==> config.mk <==
export PLATFORM = sky130hd
export DESIGN_NAME = memtest_top
export DESIGN_NICKNAME = d
export VERILOG_FILES = /design/src/hdl/memtest_pkg.sv /design/src/hdl/memtest_if.sv /design/src/hdl/memtest_top.sv /design/src/hdl/pattern_tester.sv /design/src/hdl/sram_array.sv /design/src/hdl/sram_controller.sv
export VERILOG_INCLUDE_DIRS = /design/src /design/src/hdl
export SDC_FILE = /design/constraint.sdc
export NUM_CORES = 1
export LEC_CHECK = 0
export ABC_AREA = 0
export BUFFER_PORTS_ARGS = -buffer_cell sky130_fd_sc_hd__buf_2
export CAP_MARGIN = 15
export CORE_MARGIN = 2
export CORE_UTILIZATION = 43
export CTS_CLUSTER_DIAMETER = 80
export CTS_CLUSTER_SIZE = 25
export DETAILED_ROUTE_END_ITERATION = 10
export GPL_ROUTABILITY_DRIVEN = 1
export PLACE_DENSITY = 0.68
export SLEW_MARGIN = 20
export SYNTH_ARGS = -nofsm -noshare
export SYNTH_HDL_FRONTEND = slang
export SYNTH_SLANG_ARGS = --single-unit
==> constraint.sdc <==
create_clock -name iCLK -period 11.95 [get_ports iCLK]
set_input_delay 2.39 -clock iCLK [delete_from_list [all_inputs] [get_ports iCLK]]
set_output_delay 2.39 -clock iCLK [all_outputs]
set_load 0.02 [all_outputs]
==> src/hdl/memtest_params.svh <==
// ~~~~~~~~~~~~~~~~~~~~
// memory self-test sizes, wait states and reset values.
// ~~~~~~~~~~~~~~~~~~~~
`ifndef MEMTEST_PARAMS_SVH
`define MEMTEST_PARAMS_SVH

// word address and data word widths.
`define MT_ADRS_WIDTH 6
`define MT_DATA_WIDTH 16

// idle cycles between stb and the storage access.
`define MT_WAIT_STATES 2

// mismatch counter, one bit wider than the address so a full failure fits.
`define MT_ERRCNT_WIDTH (`MT_ADRS_WIDTH + 1)

`define MT_ADRS_RST {`MT_ADRS_WIDTH{1'b0}}
`define MT_DATA_RST {`MT_DATA_WIDTH{1'b0}}

`endif

==> src/hdl/memtest_pkg.sv <==
// ~~~~~~~~~~~~~~~~~~~~
// shared types of the memory self-test.
// word and address types, state and opcode enums.
// ~~~~~~~~~~~~~~~~~~~~
`include "memtest_params.svh"

package memtest_pkg;

	typedef logic [`MT_DATA_WIDTH-1:0] memWord;
	typedef logic [`MT_ADRS_WIDTH-1:0] memAdrs;

	// ~~~~~~~~~~~~~~~~~~~~
	// state machines.
	// ~~~~~~~~~~~~~~~~~~~~
	typedef enum logic [1:0] {
		stIdle  = 2'd0,
		stWrite = 2'd1,		// pattern write pass.
		stRead  = 2'd2,		// read back and compare pass.
		stDone  = 2'd3
	} testerState;

	typedef enum logic [1:0] {
		csIdle   = 2'd0,
		csWait   = 2'd1,
		csAccess = 2'd2,	// storage op issued here.
		csAck    = 2'd3
	} ctrlState;

	// storage port command.
	typedef enum logic [1:0] {
		opNop   = 2'd0,
		opRead  = 2'd1,
		opWrite = 2'd2
	} memOp;

endpackage

==> src/hdl/memtest_if.sv <==
`timescale 1ns/10ps
// ~~~~~~~~~~~~~~~~~~~~
// wishbone classic bus between tester and controller.
// storage port between controller and array.
// ~~~~~~~~~~~~~~~~~~~~

interface wbBus import memtest_pkg::*; ();

	logic   cyc;
	logic   stb;
	logic   we;
	memAdrs adr;
	memWord datW;		// master to slave.
	memWord datR;		// slave to master, valid with ack.
	logic   ack;

	modport master (
		output cyc, stb, we, adr, datW,
		input  datR, ack
	);

	modport slave (
		input  cyc, stb, we, adr, datW,
		output datR, ack
	);

	// passive view for protocol checks.
	modport monitor (
		input cyc, stb, we, adr, datW, datR, ack
	);

endinterface


interface sramPort import memtest_pkg::*; ();

	memOp   op;
	memAdrs adrs;
	memWord wd;
	memWord rd;		// one cycle after opRead.

	modport ctrl (
		output op, adrs, wd,
		input  rd
	);

	modport mem (
		input  op, adrs, wd,
		output rd
	);

endinterface

==> src/hdl/memtest_top.sv <==
`timescale 1ns/10ps
// ~~~~~~~~~~~~~~~~~~~~
// memory self-test top level.
// tester, wishbone controller and storage array.
// ~~~~~~~~~~~~~~~~~~~~
`include "memtest_params.svh"

module memtest_top
	import memtest_pkg::*;
(
	input  logic iCLK,
	input  logic iRST,
	input  logic start,
	input  memWord patternBase,
	input  logic faultEn,
	input  memAdrs faultAdrs,
	input  memWord faultMask,
	output logic busy,
	output logic done,
	output logic error,
	output logic [`MT_ERRCNT_WIDTH-1:0] errCount,
	output memAdrs firstErrAdrs,
	output memWord firstErrData
);

wbBus wb0 ();		// tester to controller.
sramPort sp0 ();	// controller to array.

pattern_tester tester0 (
	.iCLK         (iCLK),
	.iRST         (iRST),
	.start        (start),
	.patternBase  (patternBase),
	.wb           (wb0.master),
	.busy         (busy),
	.done         (done),
	.error        (error),
	.errCount     (errCount),
	.firstErrAdrs (firstErrAdrs),
	.firstErrData (firstErrData)
);

sram_controller ctrl0 (
	.iCLK (iCLK),
	.iRST (iRST),
	.wb   (wb0.slave),
	.mem  (sp0.ctrl)
);

// fault hook comes straight from the top ports.
sram_array array0 (
	.iCLK      (iCLK),
	.mem       (sp0.mem),
	.faultEn   (faultEn),
	.faultAdrs (faultAdrs),
	.faultMask (faultMask)
);

endmodule

==> src/hdl/pattern_tester.sv <==
`timescale 1ns/10ps
// ~~~~~~~~~~~~~~~~~~~~
// write-then-verify memory tester.
// wishbone master, comparator and first-error log.
// ~~~~~~~~~~~~~~~~~~~~
`include "memtest_params.svh"

module pattern_tester
	import memtest_pkg::*;
(
	input  logic iCLK,
	input  logic iRST,
	input  logic start,
	input  memWord patternBase,
	wbBus.master wb,
	output logic busy,
	output logic done,
	output logic error,
	output logic [`MT_ERRCNT_WIDTH-1:0] errCount,
	output memAdrs firstErrAdrs,
	output memWord firstErrData
);

testerState rState;
memAdrs rAdrs;
memWord rBase;
logic rStb;

logic qAccept;
logic qLastAdrs;
logic qReadAck;
memWord qPattern;

assign qAccept = (rState == stIdle) && start;		// start is ignored outside idle.
assign qLastAdrs = (rAdrs == {`MT_ADRS_WIDTH{1'b1}});
assign qReadAck = (rState == stRead) && wb.ack;

// expected word, also the write data.
assign qPattern = rBase + memWord'(rAdrs);


// ~~~~~~~~~~~~~~~~~~~~
// sequencer
// ~~~~~~~~~~~~~~~~~~~~
always_ff @(posedge iCLK)
begin
	if (iRST)
	begin
		rState <= stIdle;
		rAdrs <= `MT_ADRS_RST;
		rStb <= 1'b0;
	end
	else
	begin
		case (rState)
			stIdle:
			begin
				if (start)
					rState <= stWrite;
				rAdrs <= `MT_ADRS_RST;
				rStb <= 1'b0;
			end

			stWrite, stRead:
			begin
				// stb rises on the cycle after a low one, so transfers never touch.
				if (!rStb)
					rStb <= 1'b1;
				else if (wb.ack)
				begin
					rStb <= 1'b0;
					rAdrs <= rAdrs + 1'b1;		// wraps to zero for the next pass.
					if (qLastAdrs)
						rState <= (rState == stWrite) ? stRead : stDone;
				end
			end

			stDone:
				rState <= stIdle;

			default:
				rState <= stIdle;
		endcase
	end
end

// base is held for the whole run.
always_ff @(posedge iCLK)
begin
	if (qAccept)
		rBase <= patternBase;
end


// ~~~~~~~~~~~~~~~~~~~~
// comparator and error log
// ~~~~~~~~~~~~~~~~~~~~
always_ff @(posedge iCLK)
begin
	if (iRST || qAccept)
	begin
		error <= 1'b0;
		errCount <= {`MT_ERRCNT_WIDTH{1'b0}};
		firstErrAdrs <= `MT_ADRS_RST;
		firstErrData <= `MT_DATA_RST;
	end
	else if (qReadAck && (wb.datR != qPattern))
	begin
		error <= 1'b1;
		errCount <= errCount + 1'b1;
		if (!error)
		begin
			// only the first mismatch is kept.
			firstErrAdrs <= rAdrs;
			firstErrData <= wb.datR;
		end
	end
end

assign wb.cyc = rStb;
assign wb.stb = rStb;
assign wb.we = (rState == stWrite);
assign wb.adr = rAdrs;
assign wb.datW = qPattern;

assign busy = (rState == stWrite) || (rState == stRead);
assign done = (rState == stDone);		// busy is already low here.

endmodule

==> src/hdl/sram_array.sv <==
`timescale 1ns/10ps
// ~~~~~~~~~~~~~~~~~~~~
// word storage with registered read port.
// one address can be made to store corrupted data.
// ~~~~~~~~~~~~~~~~~~~~
`include "memtest_params.svh"

module sram_array
	import memtest_pkg::*;
(
	input  logic iCLK,
	sramPort.mem mem,
	input  logic faultEn,
	input  memAdrs faultAdrs,
	input  memWord faultMask
);

localparam int lpDepth = 1 << `MT_ADRS_WIDTH;

memWord rMem [lpDepth];
memWord rRd;
memWord qFlip;

// bits to invert on the faulty cell.
assign qFlip = (faultEn && (mem.adrs == faultAdrs)) ? faultMask : '0;


// ~~~~~~~~~~~~~~~~~~~~
// write and read ports
// ~~~~~~~~~~~~~~~~~~~~
always_ff @(posedge iCLK)
begin
	if (mem.op == opWrite)
		rMem[mem.adrs] <= mem.wd ^ qFlip;
end

always_ff @(posedge iCLK)
begin
	if (mem.op == opRead)
		rRd <= rMem[mem.adrs];		// valid one cycle after the op.
end

assign mem.rd = rRd;

endmodule

==> src/hdl/sram_controller.sv <==
`timescale 1ns/10ps
// ~~~~~~~~~~~~~~~~~~~~
// wishbone classic slave for the storage array.
// inserts wait states, then one storage op and ack.
// ~~~~~~~~~~~~~~~~~~~~
`include "memtest_params.svh"

module sram_controller
	import memtest_pkg::*;
(
	input  logic iCLK,
	input  logic iRST,
	wbBus.slave wb,
	sramPort.ctrl mem
);

// counter wide enough for the wait count, and never zero bits.
localparam int lpCntWidth = $clog2(`MT_WAIT_STATES + 2);
localparam logic [lpCntWidth-1:0] lpWaitLast = lpCntWidth'(`MT_WAIT_STATES);

ctrlState rState;
logic [lpCntWidth-1:0] rWaitCnt;
logic qAck;


// ~~~~~~~~~~~~~~~~~~~~
// cycle sequencer
// ~~~~~~~~~~~~~~~~~~~~
always_ff @(posedge iCLK)
begin
	if (iRST)
	begin
		rState <= csIdle;
		rWaitCnt <= '0;
	end
	else
	begin
		case (rState)
			csIdle:
			begin
				if (wb.cyc && wb.stb)
				begin
					// zero wait states go straight to the access.
					rState <= (lpWaitLast == '0) ? csAccess : csWait;
				end
				rWaitCnt <= lpCntWidth'(1);
			end

			csWait:
			begin
				if (rWaitCnt == lpWaitLast)
					rState <= csAccess;
				else
					rWaitCnt <= rWaitCnt + 1'b1;
			end

			csAccess:
				rState <= csAck;		// read data lands on rd now.

			csAck:
				rState <= csIdle;		// master drops stb meanwhile.

			default:
				rState <= csIdle;
		endcase
	end
end


// ~~~~~~~~~~~~~~~~~~~~
// storage command and bus response
// ~~~~~~~~~~~~~~~~~~~~
always_comb
begin
	mem.op = opNop;
	if (rState == csAccess)
		mem.op = wb.we ? opWrite : opRead;
end

// master holds address and data stable until ack.
assign mem.adrs = wb.adr;
assign mem.wd = wb.datW;

assign qAck = (rState == csAck);
assign wb.ack = qAck;
assign wb.datR = qAck ? mem.rd : '0;

endmodule
==> results_tabular.tex <==
\begin{tabular}{lr}
\hline
Metric & Value \\
\hline
\multicolumn{2}{l}{\textbf{Synth}} \\
\quad Syn Std Cell Area & 41200 sq um \\
\quad Number of synthesized flops with an enable pin & 1056 \\
\quad Flip-flop and latch count after synthesis & 1099 \\
\quad Synthesized netlist cell count & 2389 \\
\quad Commonest register cell after synthesis & edfxtp\_1 \\
\quad Ys async rst share & 0 \\
\quad Synthesized area divided by synthesized cell count & 17.2 sq um \\
\quad Number of library cell types mapped by synthesis & 64 \\
\quad Sequential share of the synthesized area & 0.791 \\
\quad Yosys warning count & 0 \\
\quad Net Count, Synth & 2451 \\
\multicolumn{2}{l}{\textbf{Clock tree}} \\
\quad Clock insertion delay at the later pin of the skew report & 0.64 ns \\
\quad Post-cts gate resize count & 0 \\
\quad H-tree depth & 2 \\
\quad Cts hold-fix bufs & 0 \\
\quad CTS tree & built \\
\quad Number of clock buffers inserted by TritonCTS & 52 \\
\quad Clock Sink Count & 1099 \\
\quad Clock root buffer & clkbuf\_16 \\
\quad Reg clk slew, reported paths & 0.10 ns \\
\quad Maximum clock insertion buffer count & 3 \\
\quad Total setup buffers inserted after CTS & 0 \\
\multicolumn{2}{l}{\textbf{STA}} \\
\quad Post-route setup TNS & 0 ns \\
\quad Maximum clock frequency & 224 MHz \\
\quad Final hold violation count & 0 \\
\quad Final period utilization & 0.373 \\
\quad RSZ-0062 raised after global routing & false \\
\quad Worst slew margin relative to its limit & 0.232 \\
\quad Final Slew Violations & 0 \\
\quad Transition time of the tightest slew-check pin & 1.15 ns \\
\quad Total setup violations reported at the end of the flow & 0 \\
\quad Worst Clk Skew & 0.0262 ns \\
\quad Post-route minimum period & 4.46 ns \\
\multicolumn{2}{l}{\textbf{Detailed routing}} \\
\quad Residual DRC & 0 \\
\quad Average wire per cell in the routed design & 29.9 um \\
\quad Via count of the routed design & 23900 \\
\quad Count of nets left with antenna violations after detail routing & 0 \\
\quad Number of violations reported at the end of detailed-routing iteration 0 & 3027 \\
\quad Wirelength, routed & 113 mm \\
\quad Per-cell via count in the routed design & 6.34 \\
\quad Iteration count of the initial detailed-routing pass & 5 \\
\multicolumn{2}{l}{\textbf{Floorplanning}} \\
\quad Number of rows created at floorplan & 113 \\
\quad Overall die area & 98200 sq um \\
\quad Y dimension of the die & 313 um \\
\quad Die X-Extent & 313 um \\
\quad Effective utilization at floorplan & 0.434 \\
\quad I/O pin count & 74 \\
\quad Core area & 94900 sq um \\
\multicolumn{2}{l}{\textbf{Pwr}} \\
\quad Overall power consumption & 6480 uW \\
\quad Pwr Density & 143 nW/um\^{}2 \\
\quad VDD IR-drop max & 0.105 mV \\
\quad P\_leak & 0.0137 uW \\
\multicolumn{2}{l}{\textbf{Placement}} \\
\quad Detailed Place HPWL & 62.1 mm \\
\quad Global placement routability congestion & 0.890 \\
\quad Number of input and output port buffers inserted & 73 \\
\multicolumn{2}{l}{\textbf{Worst setup path}} \\
\quad CP max stage cell & nor4\_4 \\
\quad Required time worst endpoint & 12.28 ns \\
\quad Worst setup path class & input port to flop \\
\quad Data arrival time of the critical path & 4.79 ns \\
\quad Endpoint kind of the worst setup timing path & flop \\
\quad Slowest cell delay on critical path & 0.96 ns \\
\quad Maximum fanout along the worst path & 64 \\
\quad Critical path buffers and inverters & 2 \\
\quad Cell class contributing the biggest share of worst-path delay & simple AND/OR/NAND/NOR gates \\
\quad Cells along the critical path & buf\_2 -> xor2\_1 -> nor4\_4 -> nand2\_1 -> xor2\_4 -> buf\_4 \\
\quad Kind of start point of the critical path & input port \\
\multicolumn{2}{l}{\textbf{Hold path}} \\
\quad Worst min-delay path class & flop to flop \\
\multicolumn{2}{l}{\textbf{Global route}} \\
\quad Total congestion overflow & 0 \\
\quad Gr usage total & 0.224 \\
\quad Via count of the first global-routing pass & 22700 \\
\quad Largest net degree at the start of global routing & 130 \\
\quad Antenna violations before repair & 6 \\
\quad Wire length of the first global-routing pass & 161 mm \\
\multicolumn{2}{l}{\textbf{Cells and area}} \\
\quad Final-stage net count & 2542 \\
\quad Area added between synthesis and finish & 9.85\% \\
\quad Share of cells above drive strength 1 & 0.120 \\
\multicolumn{2}{l}{\textbf{Job}} \\
\quad Maximum Capacitance Violations & 0 \\
\multicolumn{2}{l}{\textbf{Run status}} \\
\quad Status & completed \\
\hline
\end{tabular}
logic make-up (layout without fill, tap and decap cells):
group / Yosys count / in the layout / synth area share
DFF: 1099 / 1099 / 0.791
AOI/OAI and AO/OA: 705 / 705 / 0.131
and+or+nand+nor: 332 / 332 / 0.0392
buffers and inverters: 164 / 280 / 0.0156
xor gates and xnor gates: 42 / 42 / 0.00961
muxes: 27 / 27 / 0.00663
adders and majority gates: 20 / 20 / 0.00626
other: 0 / 1 / 0
sequential cells by signal, summed over array words and instances (netlist names), 2 cells and up:
signal and count:
tester0.firstErrData 16, tester0.errCount 7, tester0.rState 2, ctrl0.rWaitCnt 2, tester0.rBase 16, array0.rMem 1024, array0.mem.rd 16, tester0.wb.adr 6
ctrl0.rState 2, tester0.firstErrAdrs 6
per-stage QoR:
step / util / std cells / worst slack (ns) / area [sq um] / hold WS [ns]
2_1_floorplan: - / 2389 / 5.90 / 41200 / 0.443
3_3_place_gp: 0.461 / 3691 / 6.98 / 43700 / 0.447
3_5_place_dp: 0.461 / 3691 / 6.94 / 43700 / 0.450
4_1_cts: 0.476 / 3770 / 7.61 / 45200 / 0.469
5_1_grt: 0.477 / 3770 / 7.34 / 45200 / 0.491
6_report: 0.477 / 3771 / 7.49 / 45200 / 0.471
per-layer routing:
metal  share of wire  vias up  track usage
li1                -    10000            -
met1            0.38    12200        0.309
met2            0.47     1506        0.358
met3            0.11      214       0.0441
met4           0.035        8       0.0769
met5         0.00041        -            0
worst register-to-register path, delay by kind of cell, from the launching register on:
family,cells,cell delay (ns)
AO/OA/AOI/OAI,2,1.11
buffers and inverters,2,1.21
flip-flops,1,0.84
AND/OR/NAND/NOR,3,1.06
cells in the mapped netlist, types with 2 or more instances:
cell type / number / area, sq um
a31o_2: 4 / 35.0
nor2b_1: 5 / 31.3
nor4_1: 24 / 150
o21ai_0: 10 / 50.1
edfxtp_1: 1056 / 31700
xnor2_1: 25 / 219
a21oi_1: 31 / 155
a22oi_1: 294 / 2210
and4_1: 2 / 17.5
nor3b_1: 6 / 45.0
inv_1: 13 / 48.8
nor3_1: 15 / 75.1
xnor3_1: 2 / 45.0
and3b_1: 3 / 26.3
a21o_1: 2 / 15.0
a211o_1: 3 / 26.3
nand3b_1: 5 / 37.5
o21a_1: 6 / 45.0
nand3_1: 32 / 160
a221oi_1: 110 / 963
buf_2: 3 / 15.0
dfxtp_1: 43 / 861
a211oi_4: 3 / 60.1
and3_1: 5 / 31.3
a211oi_1: 6 / 45.0
a31oi_1: 109 / 682
and2_1: 10 / 62.6
mux2_2: 2 / 22.5
nand4_1: 28 / 175
xor2_1: 15 / 131
a22o_1: 110 / 963
o211ai_1: 3 / 22.5
mux2i_1: 25 / 250
clkbuf_1: 111 / 417
ha_1: 19 / 238
o21ai_1: 2 / 10.0
buf_6: 3 / 33.8
buf_1: 34 / 128
or2_2: 3 / 18.8
nand2_1: 89 / 334
nor2_1: 95 / 357
final cells by class:
type / instances / area (sq um)
fillers: 7745 / 49700
flip-flops and latches: 1099 / 32600
multi-input cells: 1126 / 8210
well taps: 1265 / 1580
clock buffers: 68 / 1380
repair buffers: 188 / 1300
clock inverters: 11 / 113
inverters: 13 / 48.8
diodes: 1 / 2.50
where the power goes:
part	switching, uW	leakage [uW]	total, uW	internal (uW)
registers	15.6	0.00982	4290	4270
clock network	1140	0.000721	1980	833
logic	165	0.00313	217	52.9
placed cells by master (no fill, tap or decap), drive strengths merged, types with 3 or more instances in the layout:
cell type,instances
clkinv,3
clkbuf,68
nand2,89
and2,10
buf,188
nor4,25
and3,5
a31o,4
edfxtp,1056
nand4,29
o211ai,4
xor2,15
a21oi,32
and3b,3
xnor2,25
inv,19
o21ai,12
ha,19
o21a,6
mux2i,25
dfxtp,43
nor2,95
a22o,110
a211oi,10
nand3,32
nor3b,6
nor2b,6
a221oi,110
nand3b,5
or2,5
a31oi,109
a211o,3
a22oi,294
nor3,15
path summary, 6_finish.rpt:
| path | start | to | slack, ns | depth (start not counted) |
|---|---|---|---|---|
| setup / recovery | faultAdrs[5] | array0.rMem[30][14] | 7.49 | 6 |
| hold / removal | tester0.firstErrAdrs[5] | tester0.firstErrAdrs[5] | 0.47 | 2 |
| setup reg to reg | tester0.wb.adr[2] | array0.mem.rd[15] | 7.59 | 7 |
| hold reg to reg | tester0.firstErrAdrs[5] | tester0.firstErrAdrs[5] | 0.47 | 2 |
No activity file was read; power rests on OpenSTA's default activity.
